[src/mips_pkg.sv]
package mips_pkg;

  // subset of the major opcodes
  typedef enum logic [5:0] {
    OP_SPECIAL = 6'h00, // r-type decoded by funct
    OP_J       = 6'h02,
    OP_BEQ     = 6'h04,
    OP_BNE     = 6'h05,
    OP_ADDIU   = 6'h09,
    OP_ANDI    = 6'h0C,
    OP_ORI     = 6'h0D,
    OP_LUI     = 6'h0F,
    OP_LW      = 6'h23,
    OP_SW      = 6'h2B
  } opcode_t;

  // funct field for OP_SPECIAL
  typedef enum logic [5:0] {
    FN_SLL  = 6'h00,
    FN_JR   = 6'h08,
    FN_ADDU = 6'h21,
    FN_SUBU = 6'h23,
    FN_AND  = 6'h24,
    FN_OR   = 6'h25,
    FN_XOR  = 6'h26,
    FN_SLT  = 6'h2A
  } funct_t;

  typedef enum logic [3:0] {
    ALU_ADD, // wraps without overflow trap
    ALU_SUB,
    ALU_AND,
    ALU_OR,
    ALU_XOR,
    ALU_SLT, // signed compare
    ALU_SLL, // b shifted by shamt
    ALU_LUI  // b low half to upper half
  } alu_op_t;

  // three views of one instruction word
  typedef struct packed {
    opcode_t    op;
    logic [4:0] rs;
    logic [4:0] rt;
    logic [4:0] rd;
    logic [4:0] shamt;
    funct_t     funct;
  } r_type_t;

  typedef struct packed {
    opcode_t     op;
    logic [4:0]  rs;
    logic [4:0]  rt;
    logic [15:0] imm;
  } i_type_t;

  typedef struct packed {
    opcode_t     op;
    logic [25:0] target; // word index within 256MB region
  } j_type_t;

  typedef union packed {
    r_type_t r_fields;
    i_type_t i_fields;
    j_type_t j_fields;
  } instr_u;

endpackage

[src/ctrl_if.sv]
`timescale 1ns/100ps

// decoded control bundle from controller to datapath
interface ctrl_if import mips_pkg::*; ();
  logic    reg_write;    // commit result to register file
  logic    reg_dst;      // high selects rd, low selects rt
  logic    alu_src;      // high puts the immediate on alu b
  logic    mem_to_reg;   // writeback from load data
  logic    branch;       // beq
  logic    branch_ne;    // bne
  logic    jump;         // j with pseudo-direct target
  logic    jump_reg;     // jr takes its target from rs
  logic    imm_zero_ext; // andi/ori/lui
  alu_op_t alu_op;

  modport ctl (
    output reg_write, reg_dst, alu_src, mem_to_reg, branch, branch_ne,
    output jump, jump_reg, imm_zero_ext, alu_op
  );

  modport dp (
    input reg_write, reg_dst, alu_src, mem_to_reg, branch, branch_ne,
    input jump, jump_reg, imm_zero_ext, alu_op
  );
endinterface

[src/alu.sv]
`timescale 1ns/100ps

module alu import mips_pkg::*; (
  input  alu_op_t     op,
  input  logic [31:0] a,
  input  logic [31:0] b,
  input  logic [4:0]  shamt,
  output logic [31:0] result,
  output logic        zero
);

  logic [31:0] sum;
  logic [31:0] diff;
  logic        less; // signed a < b

  assign sum  = a + b;  // wraps
  assign diff = a - b;
  assign less = $signed(a) < $signed(b);

  always_comb begin
    case (op)
      ALU_ADD: result = sum;
      ALU_SUB: result = diff;
      ALU_AND: result = a & b;
      ALU_OR:  result = a | b;
      ALU_XOR: result = a ^ b;
      ALU_SLT: result = {31'b0, less};
      ALU_SLL: result = b << shamt;      // shift amount from instr rather than rs
      ALU_LUI: result = {b[15:0], 16'h0000};
      default: result = 32'h0000_0000;
    endcase
  end

  // used for beq/bne with ALU_SUB
  assign zero = (result == 32'h0000_0000);

endmodule

[src/controller.sv]
`timescale 1ns/100ps

module controller import mips_pkg::*; (
  input  instr_u  instr,
  ctrl_if.ctl     ctl,
  output logic    data_read,
  output logic    data_write
);

  opcode_t op;
  funct_t  funct;

  assign op    = instr.r_fields.op;
  assign funct = instr.r_fields.funct;

  always_comb begin
    // defaults give no write, no memory access and a plain pc+4
    ctl.reg_write    = 1'b0;
    ctl.reg_dst      = 1'b0;
    ctl.alu_src      = 1'b0;
    ctl.mem_to_reg   = 1'b0;
    ctl.branch       = 1'b0;
    ctl.branch_ne    = 1'b0;
    ctl.jump         = 1'b0;
    ctl.jump_reg     = 1'b0;
    ctl.imm_zero_ext = 1'b0;
    ctl.alu_op       = ALU_ADD;
    data_read        = 1'b0;
    data_write       = 1'b0;

    case (op)
      OP_SPECIAL: begin
        ctl.reg_dst = 1'b1; // r-type writes rd
        case (funct)
          FN_ADDU: begin
            ctl.reg_write = 1'b1;
            ctl.alu_op    = ALU_ADD;
          end
          FN_SUBU: begin
            ctl.reg_write = 1'b1;
            ctl.alu_op    = ALU_SUB;
          end
          FN_AND: begin
            ctl.reg_write = 1'b1;
            ctl.alu_op    = ALU_AND;
          end
          FN_OR: begin
            ctl.reg_write = 1'b1;
            ctl.alu_op    = ALU_OR;
          end
          FN_XOR: begin
            ctl.reg_write = 1'b1;
            ctl.alu_op    = ALU_XOR;
          end
          FN_SLT: begin
            ctl.reg_write = 1'b1;
            ctl.alu_op    = ALU_SLT;
          end
          FN_SLL: begin
            ctl.reg_write = 1'b1;
            ctl.alu_op    = ALU_SLL; // shifts rt and ignores rs
          end
          FN_JR:   ctl.jump_reg = 1'b1; // no register write
          default: ;                    // unknown funct acts as nop
        endcase
      end
      OP_ADDIU: begin
        ctl.reg_write = 1'b1;
        ctl.alu_src   = 1'b1; // sign-extended imm
      end
      OP_ANDI: begin
        ctl.reg_write    = 1'b1;
        ctl.alu_src      = 1'b1;
        ctl.imm_zero_ext = 1'b1;
        ctl.alu_op       = ALU_AND;
      end
      OP_ORI: begin
        ctl.reg_write    = 1'b1;
        ctl.alu_src      = 1'b1;
        ctl.imm_zero_ext = 1'b1;
        ctl.alu_op       = ALU_OR;
      end
      OP_LUI: begin
        ctl.reg_write    = 1'b1;
        ctl.alu_src      = 1'b1;
        ctl.imm_zero_ext = 1'b1;
        ctl.alu_op       = ALU_LUI;
      end
      OP_LW: begin
        ctl.reg_write  = 1'b1;
        ctl.alu_src    = 1'b1; // base + offset
        ctl.mem_to_reg = 1'b1;
        data_read      = 1'b1;
      end
      OP_SW: begin
        ctl.alu_src = 1'b1;
        data_write  = 1'b1;
      end
      OP_BEQ: begin
        ctl.branch = 1'b1;
        ctl.alu_op = ALU_SUB; // zero flag compares rs and rt
      end
      OP_BNE: begin
        ctl.branch_ne = 1'b1;
        ctl.alu_op    = ALU_SUB;
      end
      OP_J:    ctl.jump = 1'b1;
      default: ; // unknown opcode acts as nop
    endcase
  end

endmodule

[src/datapath.sv]
`timescale 1ns/100ps

module datapath import mips_pkg::*; #(
  parameter logic [31:0] reset_vector = 32'hBFC00000
) (
  input  logic        clk,
  input  logic        reset,
  input  logic        clk_enable,
  input  instr_u      instr,
  input  logic [31:0] data_readdata,
  ctrl_if.dp          ctl,
  output logic [31:0] instr_address,
  output logic [31:0] data_address,
  output logic [31:0] data_writedata,
  output logic [31:0] register_v0
);

  logic [31:0] pc;
  logic [31:0] pc_plus4;
  logic [31:0] pc_next;
  logic [31:0] branch_target;
  logic [31:0] jump_target;
  logic        branch_taken;

  logic [31:0] imm_ext;
  logic [4:0]  write_reg;
  logic [31:0] write_data;
  logic [31:0] rs_value;
  logic [31:0] rt_value;
  logic [31:0] alu_b;
  logic [31:0] alu_result;
  logic        alu_zero;

  // program counter holds while stalled
  always_ff @(posedge clk) begin
    if (reset) begin
      pc <= reset_vector;
    end else if (clk_enable) begin
      pc <= pc_next;
    end
  end

  assign instr_address = pc;
  assign pc_plus4      = pc + 32'd4;

  // immediate extension
  assign imm_ext = ctl.imm_zero_ext ? {16'h0000, instr.i_fields.imm}
                                    : {{16{instr.i_fields.imm[15]}}, instr.i_fields.imm};

  // next-address candidates
  assign branch_target = pc_plus4 + {imm_ext[29:0], 2'b00};
  assign jump_target   = {pc_plus4[31:28], instr.j_fields.target, 2'b00};

  // zero flag only tested here
  assign branch_taken = (ctl.branch & alu_zero) | (ctl.branch_ne & ~alu_zero);

  always_comb begin
    if (ctl.jump_reg) begin
      pc_next = rs_value;         // jr also serves the halt at 0
    end else if (ctl.jump) begin
      pc_next = jump_target;
    end else if (branch_taken) begin
      pc_next = branch_target;
    end else begin
      pc_next = pc_plus4;
    end
  end

  assign write_reg = ctl.reg_dst ? instr.r_fields.rd : instr.i_fields.rt;

  reg_file regs (
    .clk          (clk),
    .reset        (reset),
    .write_enable (ctl.reg_write & clk_enable), // no commit while stalled
    .read_addr_a  (instr.r_fields.rs),
    .read_addr_b  (instr.r_fields.rt),
    .write_addr   (write_reg),
    .write_data   (write_data),
    .read_data_a  (rs_value),
    .read_data_b  (rt_value),
    .register_v0  (register_v0)
  );

  assign alu_b = ctl.alu_src ? imm_ext : rt_value;

  alu alu_inst (
    .op     (ctl.alu_op),
    .a      (rs_value),
    .b      (alu_b),
    .shamt  (instr.r_fields.shamt),
    .result (alu_result),
    .zero   (alu_zero)
  );

  // data memory side
  assign data_address   = alu_result; // base + offset for lw/sw
  assign data_writedata = rt_value;

  // writeback select
  assign write_data = ctl.mem_to_reg ? data_readdata : alu_result;

endmodule

[src/mips_cpu_harvard.sv]
`timescale 1ns/100ps

module mips_cpu_harvard #(
  parameter logic [31:0] reset_vector = 32'hBFC00000
) (
  input  logic        clk,
  input  logic        reset,
  input  logic        clk_enable,    // low stalls pc and registers

  output logic [31:0] instr_address, // current pc
  input  logic [31:0] instr_readdata, // same-cycle instruction

  output logic [31:0] data_address,
  output logic        data_read,
  output logic        data_write,
  output logic [31:0] data_writedata,
  input  logic [31:0] data_readdata,

  output logic [31:0] register_v0,
  output logic        active
);

  // decoded controls between the two halves
  ctrl_if ctl ();

  controller control (
    .instr      (instr_readdata),
    .ctl        (ctl.ctl),
    .data_read  (data_read),  // straight to the ports
    .data_write (data_write)
  );

  datapath #(
    .reset_vector (reset_vector)
  ) datap (
    .clk            (clk),
    .reset          (reset),
    .clk_enable     (clk_enable),
    .instr          (instr_readdata),
    .data_readdata  (data_readdata),
    .ctl            (ctl.dp),
    .instr_address  (instr_address),
    .data_address   (data_address),
    .data_writedata (data_writedata),
    .register_v0    (register_v0)
  );

  // active is set by reset and drops once pc hits 0
  // a stalled edge also clears it
  always_ff @(posedge clk) begin
    if (reset) begin
      active <= 1'b1;
    end else if (clk_enable) begin
      active <= (instr_address != 32'h0000_0000);
    end else begin
      active <= 1'b0;
    end
  end

endmodule

[src/reg_file.sv]
`timescale 1ns/100ps

module reg_file (
  input  logic        clk,
  input  logic        reset,
  input  logic        write_enable, // already gated by clk_enable
  input  logic [4:0]  read_addr_a,
  input  logic [4:0]  read_addr_b,
  input  logic [4:0]  write_addr,
  input  logic [31:0] write_data,
  output logic [31:0] read_data_a,
  output logic [31:0] read_data_b,
  output logic [31:0] register_v0
);

  logic [31:0] regs [32];

  always_ff @(posedge clk) begin
    if (reset) begin
      for (int i = 0; i < 32; i++) begin
        regs[i] <= 32'h0000_0000;
      end
    end else if (write_enable && write_addr != 5'd0) begin // $zero stays 0
      regs[write_addr] <= write_data;
    end
  end

  // combinational reads within the same cycle
  assign read_data_a = regs[read_addr_a];
  assign read_data_b = regs[read_addr_b];

  assign register_v0 = regs[2]; // $v0

endmodule

[config.mk]
export PLATFORM = sky130hd
export DESIGN_NAME = mips_cpu_harvard
export DESIGN_NICKNAME = d
export VERILOG_FILES = /design/src/mips_pkg.sv /design/src/ctrl_if.sv /design/src/alu.sv /design/src/controller.sv /design/src/datapath.sv /design/src/mips_cpu_harvard.sv /design/src/reg_file.sv
export SDC_FILE = /design/constraint.sdc
export NUM_CORES = 2
export LEC_CHECK = 0
export ABC_CLOCK_PERIOD_IN_PS = 8700
export BUFFER_PORTS_ARGS = -buffer_cell sky130_fd_sc_hd__buf_2
export CORE_MARGIN = 3
export CORE_UTILIZATION = 55
export DETAILED_ROUTE_END_ITERATION = 12
export PLACE_DENSITY = 0.75
export SETUP_SLACK_MARGIN = 0.02
export SLEW_MARGIN = 20
export SYNTH_ARGS = -nofsm -noshare
export SYNTH_HDL_FRONTEND = slang
export SYNTH_SLANG_ARGS = --single-unit
export TNS_END_PERCENT = 30
[constraint.sdc]
create_clock -name clk -period 8.7 [get_ports clk]
set_input_delay 0.87 -clock clk [delete_from_list [all_inputs] [get_ports clk]]
set_output_delay 0.87 -clock clk [all_outputs]
set_load 0.03 [all_outputs]
## Yosys cells after proc, flatten, opt, wreduce, memory -nomap -nowiden

Memory sizes are Yosys's and may differ from the RTL's.
Cells that the tools add are included.

- Register bits after elaboration: 33
- Latch bits: 0
- Bits in writable memories: 1024
- Bits in read-only memories: 0
- Input port bits: 67
- Output and inout port bits: 131
- Word-level logic and storage cells: 84
- Memories kept: 1

- $add $sub $neg: 4
- $mul: 0
- Div/mod/pow operators: 0
- $lt $le $gt $ge: 1
- Equal/unequal tests: 23
- Shift-type cells: 1
- Multiplexer cells: 31
- Bitwise operators: 8
- Reductions and logical operators: 13

Memories:

| name | depth | width | read ports | clocked after memory_dff | write ports | line | text |
|---|---|---|---|---|---|---|---|
| datap.regs.regs | 32 | 32 | 3 | 0 | 32 | reg_file.sv:16 | `logic [31:0] regs [32];` |

Operators by type and width:

| operator | count |
|---|---|
| case mux 32 bit (8 select lines) | 1 |
| 2-to-1 mux 32 bit | 7 |
| adder 32 bit | 2 |
| == test 6 bit, second input constant | 8 |
| adder 32 x 3 -> 32 bit, second input constant | 1 |
| bitwise AND 32 bit | 1 |
| zero test 32 bit | 1 |
| less-than comparator 32 bit | 1 |
| bitwise OR 32 bit | 1 |
| nonzero test 32 bit | 1 |
| OR reduction 32 bit | 1 |
| left shift 32 x 5 -> 32 bit | 1 |
| subtractor 32 bit | 1 |
| bitwise XOR 32 bit | 1 |
| == test 6 x 4 -> 1 bit, second input constant | 5 |
| case mux 4 bit (5 select lines) | 1 |
| 2-to-1 mux 1 bit | 18 |
| case mux 3 bit (6 select lines) | 1 |
| == test 4 x 3 -> 1 bit, second input constant | 4 |
| == test 6 x 3 -> 1 bit, second input constant | 2 |
| zero test 6 bit | 2 |
| 2-to-1 mux 5 bit | 2 |
| == test 4 x 2 -> 1 bit, second input constant | 2 |
| OR reduction 7 bit | 1 |
| other kinds (13) | 15 |

## Longest topological paths before layout

- Depth in word-level cells: 14
- Depth in mapped cells: 33
- Gate-level depth less buffers: 26

## Modules after synthesis

Synthesis repeated with hierarchy kept, for this count alone.

- Cells, all modules: 6453
- Area, all modules: 69162.6 µm²

Modules (own cells, without submodules):

| module | times used | cells an instance | area an instance (µm²) | seq. area each (µm²) |
|---|---|---|---|---|
| reg_file | 1 | 4605 | 56132.6 | 30749.5 |
| alu | 1 | 1101 | 7623.6 | 0.0 |
| datapath | 1 | 676 | 4943.5 | 640.6 |
| controller | 1 | 58 | 362.8 | 0.0 |
| mips_cpu_harvard | 1 | 13 | 100.1 | 20.0 |

## Least setup slack after synthesis

No wires, ideal clock.

- Path type: input to register
- Start point: input instr_readdata[21]
- End point: register datap.pc[5] (netlist: datap.instr_address[5])
- Setup time: 0.131 ns
- Data arrival time: 8.778 ns
- Required time: 8.569 ns
- Path slack: -0.209 ns
- Stages on the path: 26
- Path buffers: 6
- Cells stage by stage: clkbuf_1 -> buf_1 -> buf_1 -> buf_1 -> mux4_2 -> mux4_2 -> mux2_2 -> ha_1 -> clkbuf_1 -> inv_1 -> o311a_1 -> o22a_1 -> a221oi_1 -> o21ai_0 -> a311o_1 -> a311o_1 -> and3_1 -> mux2i_1 -> o21ai_0 -> or3_1 -> nor2_2 -> mux2i_2 -> buf_6 -> mux2_1 -> a22oi_1 -> o32ai_1

- Word-level cells in the longest chain between the ends: 10
- Elaborated cells on any way between the ends: 16
- Those cells by class: add/sub: 2; order compare: 1; mux: 4; bitwise: 7; reduce/logical: 1; memory: 1

RTL lines:

| what | line | text |
|---|---|---|
| start: declaration | mips_cpu_harvard.sv:11 | `input logic [31:0] instr_readdata,` |
| memory (32 x 32 bit) (*) | n/a |  |
| subtractor 32 bit (tied with other cells) | alu.sv:17 | `assign diff = a - b;` |
| case mux 32 bit (8 select lines) (*) | alu.sv:21 | `case (op)` |
| net data_address[28] | mips_cpu_harvard.sv:13 | `output logic [31:0] data_address,` |
| zero test 32 bit (*) | alu.sv:35 | `assign zero = (result == 32'h0000_0000);` |
| inverter 1 bit | datapath.sv:55 | `assign branch_taken = (ctl.branch & alu_zero) \| (ctl.branch_ne & ~alu_zero);` |
| bitwise AND 1 bit | datapath.sv:55 |  |
| bitwise OR 1 bit (*) | datapath.sv:55 |  |
| 2-to-1 mux 32 bit (*) | datapath.sv:62 | `end else if (branch_taken) begin` |
| 2-to-1 mux 32 bit (*) | datapath.sv:60 | `end else if (ctl.jump) begin` |
| 2-to-1 mux 32 bit (*) | datapath.sv:58 | `if (ctl.jump_reg) begin` |
| end signal: assignment | datapath.sv:37 | `pc <= reset_vector;` |
| end signal: assignment | datapath.sv:39 | `pc <= pc_next;` |
| end: declaration | datapath.sv:18 | `logic [31:0] pc;` |

Mark *: on every way through the listed nets, which the timed path passes. The rest lies on a longest branch.
A chain may end at the register's enable or synchronous reset.

## Worst setup path in the final report

- Start point: input instr_readdata[17]
- End point: output data_address[29]

- Word-level cells in the longest chain between the ends: 4
- Elaborated cells on any way between the ends: 9
- Those cells by class: add/sub: 2; shift: 1; mux: 2; bitwise: 3; memory: 1

RTL lines:

| what | line | text |
|---|---|---|
| memory (32 x 32 bit) (*) | n/a |  |
| 2-to-1 mux 32 bit (*) | datapath.sv:84 | `assign alu_b = ctl.alu_src ? imm_ext : rt_value;` |
| subtractor 32 bit (tied with other cells) | alu.sv:17 |  |
| case mux 32 bit (8 select lines) (*) | alu.sv:21 |  |
| end: declaration | mips_cpu_harvard.sv:13 |  |

Every way passes the cells marked *; elsewhere a longest branch is shown, timed or not.

==> results.yml <==
run_status:
  outcome: "completed"
clocking:
  cts-root-to-sink-buffers: 3
  worst_setup_hold_path_clk_slew_ns: 0.06
  h-tree-depth: 3
  post-cts-setup-buffer-count: 0
  holdBufCountCts: 0
  tritoncts.num_buffers: 108
  clock_sinks: 1057
  worst_skew_pair.late_latency_ns: 0.74
  clk_root_buffer_cell: "clkbuf_16"
  post_cts_resized: 0
  tritoncts: "built"
sta:
  timing.final.crit_period_ns: 8.21
  fin_tns_setup_ns: 0
  final.hold.worst_slack_ns: 0.540
  slew_violations: 0
  worst_slew_margin_rel_pct: 21.0
  maximum_clock_skew_at_final_layout_ns: 0.0486
  grt_setup_unrepaired: "false"
  layout_worst_path_cycle_share_pct: 94.4
  worst_slew_pin_slew_ns: 1.16
  timing_limited_maximum_frequency_mhz: 122
  hold_violations: 0
  timing.final.setup_violations: 0
yosys:
  post_synth_instance_area_um2: 64600
  synth_edf_count: 1024
  ys_async_sr_fraction_pct: 0
  post_synthesis_area_per_instance_um2: 11.9
  post_syn_instances: 5425
  synth_sequential_area_ratio_pct: 48.6
  synthFlopType: "edfxtp_1"
  synth.ff_latch_count: 1057
  yosys_warnings: 0
  synth.distinct_cells: 98
setup_path:
  r2r_end: "datap.instr_address[15]"
  worst_r2r_path_depth: 31
  critical_path_arrival_ns: 7.34
  timing.critical_path.slowest_stage_cell: "nor4_2"
  critical-path-top-delay-family: "simple AND/OR/NAND/NOR gates"
  startpoint_type: "primary input"
  crit_path_end_kind: "primary output"
  worstPathBufferInverterCount: 5
  rr_startpoint: "datap.regs.regs[2][0]"
  cpMostUsedCell: "buf_4"
  r2r_slack_ns: 1.10
  critPathLaunch: "instr_readdata[17]"
  critical_path_required_ns: 7.83
  critical_path_cell_count: 20
  setup.worst_path.class: "primary input to primary output"
  critical_path.cell_chain: "buf_8 -> buf_4 -> mux2i_1 -> a22oi_1 -> a21oi_1 -> nor4_2 -> mux2i_1 -> ha_1 -> or3_1 -> a211o_1 -> a31oi_1 -> a311oi_1 -> or4b_2 -> a311oi_1 -> buf_4 -> o21ai_0 -> xnor2_1 -> a221o_1 -> buf_4 -> buf_2"
  slowest_delay_ns: 0.82
  timing.critical_path.to: "data_address[29]"
  critPathMaxFanout: 49
route:
  num_vias: 53841
  detail_route.iter0.violations: 9763
  postRouteAntennaNets: 0
  drc: 0
  number_of_iterations_in_the_first_detailed_routing_pass: 10
  wl_um: 271000
  route.detailed.wl_per_inst_um: 37.3
  via_per_inst: 7.40
pwr:
  total_power_mw: 15.2
  powerDensity_nw_per_um2: 208
  power_leakage_nw: 27.7
  worst_vdd_rail_ir_drop_mv: 0.225
placed_design:
  portBuffers: 197
  gp_congestion: 1.08
  place.detailed.hpwl_um: 177000
global_route:
  grt_remaining_overflow: 0
  track_usage_pct: 43.9
  grt_antenna_before_repair: 11
  grt_start_max_net_pins: 106
  grt_first_pass_wirelength_um: 380000
  first_global_vias: 52212
cells_and_area:
  fill_cells: 8825
  layout_common_cells: "nor2_1, edfxtp_1, mux4_2"
  final_common_cell: "nor2_1"
  layout.nets: 5857
  drive_above_1_share_pct: 24.1
  flow.area_growth_from_synthesis_pct: 12.8
floorplanning:
  design.core.area_um2: 116000
  die_height_um: 349
  ioPinCount: 198
  placement_rows: 125
  starting_utilization_of_the_core_area_pct: 55.5
  chipWidth_um: 349
  die-area_um2: 122000
job:
  max-cap-violations: 0
hold_path:
  hold_class: "register to register"
-- area by class of cell --
cell class | instances | area, um^2 | share of cell area, %
flip-flops and latches | 1057 | 31400 | 43.1
multi-input cells | 3762 | 31300 | 42.9
repair buffers | 598 | 4440 | 6.10
clock buffers | 136 | 2830 | 3.88
well taps | 1524 | 1910 | 2.62
clock inverters | 61 | 539 | 0.740
inverters | 129 | 484 | 0.664
diodes | 10 | 25.0 | 0.0343
-- worst min-delay path by stage --
stage	startpoint	end	slack [ns]	depth (start not counted)
3_3_place_gp	datap.instr_address[18]	datap.instr_address[18]	0.52	2
3_5_place_dp	datap.instr_address[18]	datap.instr_address[18]	0.53	2
4_1_cts	datap.instr_address[18]	datap.instr_address[18]	0.54	2
5_1_grt	datap.instr_address[18]	datap.instr_address[18]	0.57	2
6_report	datap.instr_address[18]	datap.instr_address[18]	0.54	2
2_1_floorplan	datap.instr_address[16]	datap.instr_address[16]	0.63	2
-- worst reg2reg max path, delay by kind of cell (launching register included) --
kind            cells  cell delay, ns
mux                 2            0.54
simple gates        6            1.65
flops               1            0.47
buf+inv             7            1.06
fa+ha+maj           2            0.73
compound gates     14            3.09
-- sequential cells by signal (all words and copies together) (netlist names) --
name and cells:
datap.regs.regs 1024, datap.instr_address 32, active 1
-- cell families after synthesis --
logic type	synth area share (%)
multiplexers	22.6
buffers and inverters	4.19
flip-flops	48.6
other	0.00581
AO/OA/AOI/OAI	9.32
adder cells (fa/ha/maj)	2.63
XOR/XNOR	0.976
AND/OR/NAND/NOR	11.6
-- synth_stat cells (all sizes together), types with 17 or more instances --
cell type | count | area (um^2)
nor2 | 1188 | 4460
o21bai | 17 | 128
a22oi | 170 | 1280
clkbuf | 348 | 1310
o22ai | 23 | 144
or3 | 22 | 138
a21o | 24 | 180
mux2i | 429 | 4300
xor2 | 32 | 280
mux4 | 441 | 9930
xnor2 | 40 | 350
o21ai | 107 | 536
edfxtp | 1024 | 30700
nand3 | 55 | 288
o31ai | 25 | 193
dfxtp | 33 | 661
nor4 | 38 | 257
and2 | 17 | 106
a211oi | 40 | 310
inv | 129 | 484
ha | 131 | 1640
nand2b | 57 | 357
a31oi | 26 | 163
nand2 | 213 | 802
nor3 | 59 | 300
buf | 160 | 913
a221oi | 42 | 424
mux2 | 34 | 383
o211ai | 24 | 180
and3 | 24 | 150
a21oi | 201 | 1010
nor2b | 17 | 106
-- per-stage QoR --
stage | setup WS, ns | utilization (%) | instances | area [um^2]
5_1_grt | 0.313 | 62.6 | 7268 | 72900
3_5_place_dp | 0.187 | 59.7 | 7067 | 69400
6_report | 0.488 | 62.6 | 7277 | 72900
3_3_place_gp | 0.246 | 59.7 | 7067 | 69400
4_1_cts | 0.728 | 62.6 | 7264 | 72800
2_1_floorplan | 0.0215 | - | 5456 | 64700
-- power by group --
part           total (mW)  internal (mW)  switching (mW)
clock                4.56           2.49            2.07
sequential           5.88           5.76           0.123
combinational        4.73           1.51            3.22
total                15.2           9.76            5.41
-- metal layers --
layer | wire (um) | vias up | GRT usage, %
met3 | 44600 | 1318 | 15.2
met5 | 151 | - | 0
met2 | 115000 | 5360 | 63.4
met4 | 23600 | 8 | 29.9
li1 | - | 21023 | -
met1 | 88500 | 26132 | 56.0
Power figures use the tool's default switching activity.
